[config.mk]
export PLATFORM = sky130hd
export DESIGN_NAME = an_top
export DESIGN_NICKNAME = d
export VERILOG_FILES = /design/src/rtl/an_pkg.sv /design/src/rtl/an_top.sv /design/src/rtl/an_tx_encoder.sv /design/src/rtl/an_arbitration.sv /design/src/rtl/an_rx_parser.sv /design/src/rtl/an_link_timer.sv
export SDC_FILE = /design/constraint.sdc
export NUM_CORES = 1
export LEC_CHECK = 0
export ABC_AREA = 1
export BUFFER_PORTS_ARGS = -buffer_cell sky130_fd_sc_hd__buf_2
export CAP_MARGIN = 40
export CORE_MARGIN = 3
export CORE_UTILIZATION = 29
export CTS_CLUSTER_SIZE = 16
export DETAILED_ROUTE_END_ITERATION = 8
export SYNTH_ARGS = -nofsm -noshare
export SYNTH_HDL_FRONTEND = slang
export SYNTH_SLANG_ARGS = --single-unit
[constraint.sdc]
create_clock -name clk -period 2.8 [get_ports clk]
set_input_delay 0.84 -clock clk [delete_from_list [all_inputs] [get_ports clk]]
set_output_delay 0.84 -clock clk [all_outputs]
set_load 0.1 [all_outputs]
[src/rtl/an_pkg.sv]
package an_pkg;

  // Decoded 8b/10b symbol, one per clock
  typedef logic [7:0] sym_t;

  // Comma that opens every ordered set
  localparam sym_t K28_5 = 8'hBC;

  // Second byte of /C/, alternating C1 and C2
  localparam sym_t D21_5 = 8'hB5;
  localparam sym_t D2_2  = 8'h42;

  // Second byte of /I/, I1 flips disparity and I2 keeps it
  localparam sym_t D5_6  = 8'hC5;
  localparam sym_t D16_2 = 8'h50;

  // Clause 37 base page register
  typedef logic [15:0] config_word_t;

  localparam int ACK_BIT = 14;

  // Full duplex only, no pause and no next page
  localparam config_word_t ADV_ABILITY = 16'h0020;

  // Consecutive receptions needed before a match is declared
  localparam int MATCH_COUNT = 3;

  typedef enum logic [3:0] {
    AN_ENABLE,
    AN_RESTART,
    AN_DISABLE_LINK_OK,
    ABILITY_DETECT,
    ACKNOWLEDGE_DETECT,
    COMPLETE_ACKNOWLEDGE,
    IDLE_DETECT,
    LINK_OK
  } an_state_e;

  typedef enum logic [1:0] {
    XMIT_IDLE,
    XMIT_CONFIGURATION,
    XMIT_DATA
  } xmit_e;

  typedef enum logic [1:0] {
    CR_IDLE,
    CR_GOT_K,
    CR_LOW,
    CR_HIGH
  } cr_state_e;

endpackage
[src/rtl/an_top.sv]
`timescale 1ns/1ps

module an_top #(
  // 10 ms at 125 MHz symbol rate
  parameter int TIMER_TICKS = 1250000
) (
  input  logic                 clk,
  input  logic                 mr_main_reset,
  input  an_pkg::sym_t         rx_byte,
  input  logic                 rx_is_k,
  input  logic                 los,
  output an_pkg::sym_t         tx_byte,
  output logic                 tx_is_k,
  output logic                 negotiating,
  output an_pkg::config_word_t lacr_rx_val
);

  import an_pkg::*;

  logic         config_seen;
  logic         ability_match;
  logic         acknowledge_match;
  logic         consistency_match;
  logic         idle_match;
  logic         clear_match;
  logic         ability_window;
  logic         timer_start;
  logic         timer_running;
  logic         timer_done;
  logic         set_restart;
  xmit_e        xmit;
  config_word_t tx_config;

  // Received word doubles as the status readback
  an_rx_parser u_rx_parser (
    .clk               (clk),
    .mr_main_reset     (mr_main_reset),
    .rx_byte           (rx_byte),
    .rx_is_k           (rx_is_k),
    .clear_match       (clear_match),
    .ability_window    (ability_window),
    .rx_config         (lacr_rx_val),
    .config_seen       (config_seen),
    .ability_match     (ability_match),
    .acknowledge_match (acknowledge_match),
    .consistency_match (consistency_match),
    .idle_match        (idle_match)
  );

  an_arbitration u_arbitration (
    .clk               (clk),
    .mr_main_reset     (mr_main_reset),
    .los               (los),
    .rx_config         (lacr_rx_val),
    .config_seen       (config_seen),
    .ability_match     (ability_match),
    .acknowledge_match (acknowledge_match),
    .consistency_match (consistency_match),
    .idle_match        (idle_match),
    .timer_running     (timer_running),
    .timer_done        (timer_done),
    .xmit              (xmit),
    .tx_config         (tx_config),
    .set_restart       (set_restart),
    .clear_match       (clear_match),
    .ability_window    (ability_window),
    .timer_start       (timer_start),
    .negotiating       (negotiating)
  );

  an_link_timer #(
    .TIMER_TICKS (TIMER_TICKS)
  ) u_link_timer (
    .clk           (clk),
    .mr_main_reset (mr_main_reset),
    .start         (timer_start),
    .running       (timer_running),
    .done          (timer_done)
  );

  an_tx_encoder u_tx_encoder (
    .clk           (clk),
    .mr_main_reset (mr_main_reset),
    .xmit          (xmit),
    .tx_config     (tx_config),
    .set_restart   (set_restart),
    .tx_byte       (tx_byte),
    .tx_is_k       (tx_is_k)
  );

endmodule

[src/rtl/an_tx_encoder.sv]
`timescale 1ns/1ps

module an_tx_encoder (
  input  logic                 clk,
  input  logic                 mr_main_reset,
  input  an_pkg::xmit_e        xmit,
  input  an_pkg::config_word_t tx_config,
  input  logic                 set_restart,
  output an_pkg::sym_t         tx_byte,
  output logic                 tx_is_k
);

  import an_pkg::*;

  // Position of the next byte within the ordered set
  logic [1:0]   pos;
  logic         variant;
  xmit_e        cur_mode;
  config_word_t cfg_hold;
  logic         set_start;

  // Mode is only picked up at a set boundary
  assign set_start = set_restart || (pos == 2'd0);

  always_ff @(posedge clk) begin
    if (set_start && (xmit == XMIT_CONFIGURATION)) cfg_hold <= tx_config;
  end

  always_ff @(posedge clk) begin
    if (mr_main_reset) begin
      tx_byte  <= '0;
      tx_is_k  <= 1'b0;
      pos      <= 2'd0;
      variant  <= 1'b0;
      cur_mode <= XMIT_DATA;
    end else if (set_start) begin
      cur_mode <= xmit;
      if (set_restart) variant <= 1'b0;
      if (xmit == XMIT_DATA) begin
        tx_byte <= '0;
        tx_is_k <= 1'b0;
        pos     <= 2'd0;
      end else begin
        tx_byte <= K28_5;
        tx_is_k <= 1'b1;
        pos     <= 2'd1;
      end
    end else begin
      tx_is_k <= 1'b0;
      case (pos)
        2'd1: begin
          variant <= ~variant;
          if (cur_mode == XMIT_IDLE) begin
            tx_byte <= variant ? D16_2 : D5_6;
            pos     <= 2'd0;
          end else begin
            tx_byte <= variant ? D21_5 : D2_2;
            pos     <= 2'd2;
          end
        end
        2'd2: begin
          tx_byte <= cfg_hold[7:0];
          pos     <= 2'd3;
        end
        default: begin
          tx_byte <= cfg_hold[15:8];
          pos     <= 2'd0;
        end
      endcase
    end
  end

endmodule

[src/rtl/an_arbitration.sv]
`timescale 1ns/1ps

module an_arbitration (
  input  logic                 clk,
  input  logic                 mr_main_reset,
  input  logic                 los,
  input  an_pkg::config_word_t rx_config,
  input  logic                 config_seen,
  input  logic                 ability_match,
  input  logic                 acknowledge_match,
  input  logic                 consistency_match,
  input  logic                 idle_match,
  input  logic                 timer_running,
  input  logic                 timer_done,
  output an_pkg::xmit_e        xmit,
  output an_pkg::config_word_t tx_config,
  output logic                 set_restart,
  output logic                 clear_match,
  output logic                 ability_window,
  output logic                 timer_start,
  output logic                 negotiating
);

  import an_pkg::*;

  an_state_e state;
  an_state_e state_nxt;
  logic      link_det;
  logic      phase_timed;
  logic      phase_done;
  logic      timed_state;
  logic      breaklink;

  // Partner sending an all-zero word asks to restart negotiation
  assign breaklink = ability_match && (rx_config == '0);

  assign timed_state = (state == AN_RESTART) || (state == COMPLETE_ACKNOWLEDGE) ||
                       (state == IDLE_DETECT);

  assign ability_window = (state == ABILITY_DETECT);
  assign negotiating    = (state != LINK_OK);

  // Decisions wait out the first cycle of a state while stale matches clear
  always_comb begin
    state_nxt = state;
    if (state == AN_ENABLE) begin
      state_nxt = los ? AN_DISABLE_LINK_OK : AN_RESTART;
    end else if (!clear_match) begin
      case (state)
        AN_RESTART: begin
          if (phase_done && link_det) state_nxt = ABILITY_DETECT;
        end
        AN_DISABLE_LINK_OK: begin
          if (!los) state_nxt = AN_ENABLE;
        end
        ABILITY_DETECT: begin
          if (ability_match) state_nxt = breaklink ? AN_ENABLE : ACKNOWLEDGE_DETECT;
        end
        ACKNOWLEDGE_DETECT: begin
          if (breaklink || (acknowledge_match && !consistency_match))
            state_nxt = AN_ENABLE;
          else if (acknowledge_match)
            state_nxt = COMPLETE_ACKNOWLEDGE;
        end
        COMPLETE_ACKNOWLEDGE: begin
          if (breaklink) state_nxt = AN_ENABLE;
          else if (phase_done) state_nxt = IDLE_DETECT;
        end
        IDLE_DETECT: begin
          if (breaklink) state_nxt = AN_ENABLE;
          else if (phase_done && idle_match) state_nxt = LINK_OK;
        end
        default: begin
          if (ability_match) state_nxt = AN_ENABLE;
        end
      endcase
    end
  end

  always_ff @(posedge clk) begin
    if (mr_main_reset) begin
      link_det <= 1'b0;
    end else if (los) begin
      link_det <= 1'b0;
    end else if (config_seen) begin
      link_det <= 1'b1;
    end
  end

  always_ff @(posedge clk) begin
    if (mr_main_reset) begin
      state       <= AN_ENABLE;
      xmit        <= XMIT_DATA;
      tx_config   <= '0;
      clear_match <= 1'b0;
      set_restart <= 1'b0;
      timer_start <= 1'b0;
      phase_timed <= 1'b0;
      phase_done  <= 1'b0;
    end else begin
      clear_match <= 1'b0;
      set_restart <= 1'b0;
      timer_start <= 1'b0;
      // Wait for any earlier period to end before timing this phase
      if (timed_state && !clear_match && !phase_timed && !timer_running) begin
        timer_start <= 1'b1;
        phase_timed <= 1'b1;
      end
      if (timer_done && phase_timed) phase_done <= 1'b1;
      if (state_nxt != state) begin
        state       <= state_nxt;
        clear_match <= (state_nxt != AN_ENABLE);
        phase_timed <= 1'b0;
        phase_done  <= 1'b0;
        case (state_nxt)
          AN_ENABLE:          tx_config <= '0;
          AN_RESTART: begin
            xmit        <= XMIT_CONFIGURATION;
            tx_config   <= '0;
            set_restart <= 1'b1;
          end
          ABILITY_DETECT:     tx_config <= ADV_ABILITY;
          ACKNOWLEDGE_DETECT: tx_config[ACK_BIT] <= 1'b1;
          IDLE_DETECT: begin
            xmit        <= XMIT_IDLE;
            set_restart <= 1'b1;
          end
          AN_DISABLE_LINK_OK: xmit <= XMIT_DATA;
          LINK_OK:            xmit <= XMIT_DATA;
          default: begin
          end
        endcase
      end
    end
  end

endmodule

[src/rtl/an_rx_parser.sv]
`timescale 1ns/1ps

module an_rx_parser (
  input  logic                 clk,
  input  logic                 mr_main_reset,
  input  an_pkg::sym_t         rx_byte,
  input  logic                 rx_is_k,
  input  logic                 clear_match,
  input  logic                 ability_window,
  output an_pkg::config_word_t rx_config,
  output logic                 config_seen,
  output logic                 ability_match,
  output logic                 acknowledge_match,
  output logic                 consistency_match,
  output logic                 idle_match
);

  import an_pkg::*;

  localparam int CW = $clog2(MATCH_COUNT);
  localparam config_word_t NO_ACK = ~(config_word_t'(1) << ACK_BIT);

  cr_state_e    cr_state;
  sym_t         lo_byte;
  logic         set_idle;
  config_word_t last_word;
  config_word_t cons_ref;
  logic [CW-1:0] abl_cnt;
  logic [CW-1:0] ack_cnt;
  logic [CW-1:0] idle_cnt;

  logic is_comma;
  logic is_cfg2;
  logic is_idle2;
  logic abl_same;
  logic ack_same;

  assign is_comma = rx_is_k && (rx_byte == K28_5);
  assign is_cfg2  = !rx_is_k && ((rx_byte == D21_5) || (rx_byte == D2_2));
  assign is_idle2 = !rx_is_k && ((rx_byte == D5_6) || (rx_byte == D16_2));

  // Ack bit is left out of the ability comparison
  assign abl_same = (rx_config & NO_ACK) == (last_word & NO_ACK);
  assign ack_same = rx_config[ACK_BIT] && (rx_config == last_word);

  // Ordered-set framing; a stray K inside a /C/ aborts the set
  always_ff @(posedge clk) begin
    if (mr_main_reset) begin
      cr_state    <= CR_IDLE;
      rx_config   <= '0;
      config_seen <= 1'b0;
      set_idle    <= 1'b0;
    end else begin
      config_seen <= 1'b0;
      set_idle    <= 1'b0;
      case (cr_state)
        CR_IDLE: begin
          if (is_comma) cr_state <= CR_GOT_K;
        end
        CR_GOT_K: begin
          if (is_cfg2) begin
            cr_state <= CR_LOW;
          end else if (is_idle2) begin
            set_idle <= 1'b1;
            cr_state <= CR_IDLE;
          end else if (!is_comma) begin
            cr_state <= CR_IDLE;
          end
        end
        CR_LOW: begin
          if (rx_is_k) cr_state <= is_comma ? CR_GOT_K : CR_IDLE;
          else cr_state <= CR_HIGH;
        end
        default: begin
          if (rx_is_k) begin
            cr_state <= is_comma ? CR_GOT_K : CR_IDLE;
          end else begin
            rx_config   <= {rx_byte, lo_byte};
            config_seen <= 1'b1;
            cr_state    <= CR_IDLE;
          end
        end
      endcase
    end
  end

  always_ff @(posedge clk) begin
    if (cr_state == CR_LOW) lo_byte <= rx_byte;
  end

  // Previous word, plus the reference taken during ability detect
  always_ff @(posedge clk) begin
    if (config_seen) begin
      last_word <= rx_config;
      if (ability_window) cons_ref <= rx_config;
    end
  end

  always_ff @(posedge clk) begin
    if (mr_main_reset || clear_match) begin
      ability_match     <= 1'b0;
      acknowledge_match <= 1'b0;
      consistency_match <= 1'b0;
      idle_match        <= 1'b0;
      abl_cnt           <= '0;
      ack_cnt           <= '0;
      idle_cnt          <= '0;
    end else begin
      if (config_seen && !ability_match) begin
        if (!abl_same) abl_cnt <= '0;
        else if (abl_cnt == CW'(MATCH_COUNT - 1)) ability_match <= 1'b1;
        else abl_cnt <= abl_cnt + 1'b1;
      end
      if (config_seen && !acknowledge_match) begin
        if (!ack_same) begin
          ack_cnt <= '0;
        end else if (ack_cnt == CW'(MATCH_COUNT - 1)) begin
          acknowledge_match <= 1'b1;
          consistency_match <= (rx_config & NO_ACK) == (cons_ref & NO_ACK);
        end else begin
          ack_cnt <= ack_cnt + 1'b1;
        end
      end
      if (set_idle && !idle_match) begin
        if (idle_cnt == CW'(MATCH_COUNT - 1)) idle_match <= 1'b1;
        else idle_cnt <= idle_cnt + 1'b1;
      end
    end
  end

endmodule

[src/rtl/an_link_timer.sv]
`timescale 1ns/1ps

module an_link_timer #(
  parameter int TIMER_TICKS = 1250000
) (
  input  logic clk,
  input  logic mr_main_reset,
  input  logic start,
  output logic running,
  output logic done
);

  localparam int CW = $clog2(TIMER_TICKS + 1);

  logic [CW-1:0] count;

  // One-shot count; done lands TIMER_TICKS cycles after the start pulse
  always_ff @(posedge clk) begin
    if (mr_main_reset) begin
      count   <= '0;
      running <= 1'b0;
      done    <= 1'b0;
    end else begin
      done <= 1'b0;
      if (!running) begin
        if (start) begin
          count   <= CW'(TIMER_TICKS - 1);
          running <= 1'b1;
        end
      end else if (count > CW'(1)) begin
        count <= count - 1'b1;
      end else begin
        done    <= 1'b1;
        running <= 1'b0;
      end
    end
  end

endmodule

==> impl_metrics.py <==
metrics = {
    "status": {
        "status": "complete, no violations",
    },
    "die": {
        "dieHeight_um": 144,
        "die_area_sq_um": 20600,
        "rows": 49,
        "start_util": 0.301,
        "io_pins": 38,
        "core_sq_um": 18300,
        "die_w_um": 144,
    },
    "clock_network": {
        "ctsHtreeMaxLevel": 4,
        "cts_resized": 0,
        "cts_root_buffer": "clkbuf_16",
        "cts_sinks": 120,
        "clock_latency_ns": 0.42,
        "cts_setup_buffers": 0,
        "cts_buffer_depth": 2,
        "cts_tree": "built",
        "clk_pin_slew_worst_paths_ns": 0.05,
        "cts_hold_buffers": 0,
        "cts-buffers-inserted": 17,
    },
    "finish": {
        "final_nets": 723,
        "drive_gt1_frac": 0.151,
        "n_antenna_cell": 0,
        "synthToLayoutAreaGrowth_pct": 19.1,
        "layout_common_cells": "110 x nor2_1, 93 x nand2_1, 79 x dfxtp_1, 64 x inv_1, 41 x edfxtp_1",
        "layout_commonest_cell": "nor2_1",
        "finalCoreUtilization": 0.358,
        "final_cells": 942,
        "final_area_sq_um": 6550,
    },
    "worst_hold_path": {
        "hold_class": "flip-flop to flip-flop",
    },
    "timing": {
        "tightest_slew_ns": 0.783,
        "relSlewSlack": 0.476,
        "period_needed_ns": 2.47,
        "skew_ns": 0.00903,
        "rsz0062_at_grt": "false",
        "slew_viol_final": 0,
        "fin_setup_tns_ns": 0,
        "finalSetupViolations": 0,
        "hold_violations": 0,
        "fmax_mhz": 405,
        "min_period_over_period": 0.881,
    },
    "synthesis": {
        "avgSynthCellArea_sq_um": 8.52,
        "postSynthCellCount": 645,
        "yosysWarnings": 0,
        "synth_nets": 668,
        "synth_edf_count": 41,
        "synth_area_sq_um": 5500,
        "synthFlopType": "dfxtp_1",
        "synthDistinctLibCells": 43,
        "ys_seq_elements": 120,
        "async_reset_ff_frac": 0,
        "synth.yosys.seq_area_share": 0.512,
    },
    "drt": {
        "detail-route-antenna-nets": 0,
        "vias": 4342,
        "drtIter0Drc": 291,
        "drc": 0,
        "wire_per_inst_um": 12.8,
        "via_per_inst": 4.61,
        "wirelength_um": 12100,
        "dr.pass1.iters": 4,
    },
    "critical_path": {
        "crit_required_ns": 1.96,
        "path_max_fanout": 7,
        "endpoint_kind": "primary output",
        "critical_path_class": "flip-flop to primary output",
        "rrSetupSlack_ns": 0.58,
        "critPathLaunchType": "flip-flop",
        "arrival_ns": 1.63,
    },
    "power": {
        "leakage_nw": 2.72,
        "power.density_nw_per_um2": 992,
        "peakVddDrop_uv": 527,
    },
    "grt": {
        "antenna_found_initial": 0,
        "grt_pass1_wl_um": 20500,
        "track_usage": 0.125,
        "first_global_vias": 4182,
        "grt_max_degree": 23,
        "overflow": 0,
    },
    "placed_design": {
        "place_inst": 910,
        "place.gp.congestion": 0.829,
        "port_buffers": 37,
        "placed_cell_area_sq_um": 6010,
        "dp_hpwl_um": 8730,
    },
    "job": {
        "max_cap_viol_count": 0,
    },
}
final cells by class:
cell class | count | area, sq um
multi-input cells | 449 | 2390
clock inverters | 10 | 81.3
inverters | 65 | 244
well taps | 229 | 287
fillers | 1900 | 11700
repair buffers | 47 | 273
clock buffers | 22 | 454
flip-flops and latches | 120 | 2810
sequential cells by signal, summed over array words and instances, names as in the netlist, 2 cells and up:
name and cells:
u_rx_parser.last_word 16, u_rx_parser.abl_cnt 2, u_arbitration.xmit 2, u_rx_parser.rx_config 16, u_tx_encoder.tx_byte 7, u_tx_encoder.pos 2
u_tx_encoder.cur_mode 2, u_link_timer.count 21, u_arbitration.state 4, u_rx_parser.cons_ref 15, u_tx_encoder.cfg_hold 2, u_rx_parser.cr_state 2
u_rx_parser.idle_cnt 2, u_rx_parser.lo_byte 8, u_arbitration.tx_config 2, u_rx_parser.ack_cnt 2
through the flow:
| step | total power [mW] | hold slack, ns | setup slack, ns |
|---|---|---|---|
| 3_3_place_gp | 4.55 | 0.428 | 0.651 |
| 6_report | 6.49 | 0.435 | 0.333 |
| 4_1_cts | 6.55 | 0.434 | 0.314 |
| 3_5_place_dp | 4.55 | 0.427 | 0.582 |
| 2_1_floorplan | 4.11 | 0.409 | 0.433 |
| 5_1_grt | 6.99 | 0.448 | 0.218 |
report_power, final:
part / leakage (nW) / internal [mW] / switching [mW] / total, mW
Clock: 0.257 / 1.23 / 0.741 / 1.97
Sequential: 1.01 / 1.98 / 0.166 / 2.15
Combinational: 1.45 / 0.782 / 1.59 / 2.37
Total: 2.72 / 3.99 / 2.50 / 6.49
logic make-up (layout without fill, tap and decap cells):
| group | count (synthesis) | after routing | share of synthesized area |
|---|---|---|---|
| and+or+nand+nor | 308 | 308 | 0.257 |
| DFF | 120 | 120 | 0.512 |
| AOI/OAI and AO/OA | 94 | 94 | 0.0945 |
| buffers and inverters | 76 | 144 | 0.0546 |
| xor gates and xnor gates | 36 | 36 | 0.0574 |
| adders and majority gates | 11 | 11 | 0.0250 |
path summary, 6_finish.rpt:
check,end,cells past startpoint,start
worst max-delay path,negotiating,4,u_arbitration.state[0]
worst min-delay path,u_tx_encoder.cfg_hold[14],0,u_arbitration.tx_config[14]
worst max register to register,u_rx_parser.ack_cnt[0],9,u_rx_parser.rx_config[11]
worst min register to register,u_tx_encoder.cfg_hold[14],0,u_arbitration.tx_config[14]
layer usage:
metal | vias up | share of wire | GRT usage
li1 | 2260 | - | -
met1 | 2012 | 0.49 | 0.161
met2 | 55 | 0.46 | 0.200
met3 | 15 | 0.030 | 0.0283
met4 | 0 | 0.018 | 0.0535
met5 | - | 0 | 0
cell usage after synthesis (4+ instances only):
cell type    n  area [sq um]
nor2_1     110           413
nand2_2     10          62.6
nand3_1     40           200
dfxtp_1     79          1580
o21ai_0     34           170
ha_1        11           138
nand2_1     93           349
nor3_1      20           100
a21oi_1     40           200
or2_2        6          37.5
xor2_1      14           123
nor2_2       4          25.0
a31oi_1      6          37.5
clkbuf_1     7          26.3
inv_1       64           240
nor4_1       4          25.0
edfxtp_1    41          1230
xnor2_1     22           193
nand4_1     10          62.6
critical path, cell delays in order, from the launching register on:
cell and delay, ns:
dfxtp_1 0.38, nand2_1 0.20, inv_1 0.12, nand2_1 0.09, buf_2 0.42
No activity file was read; power rests on OpenSTA's default activity.
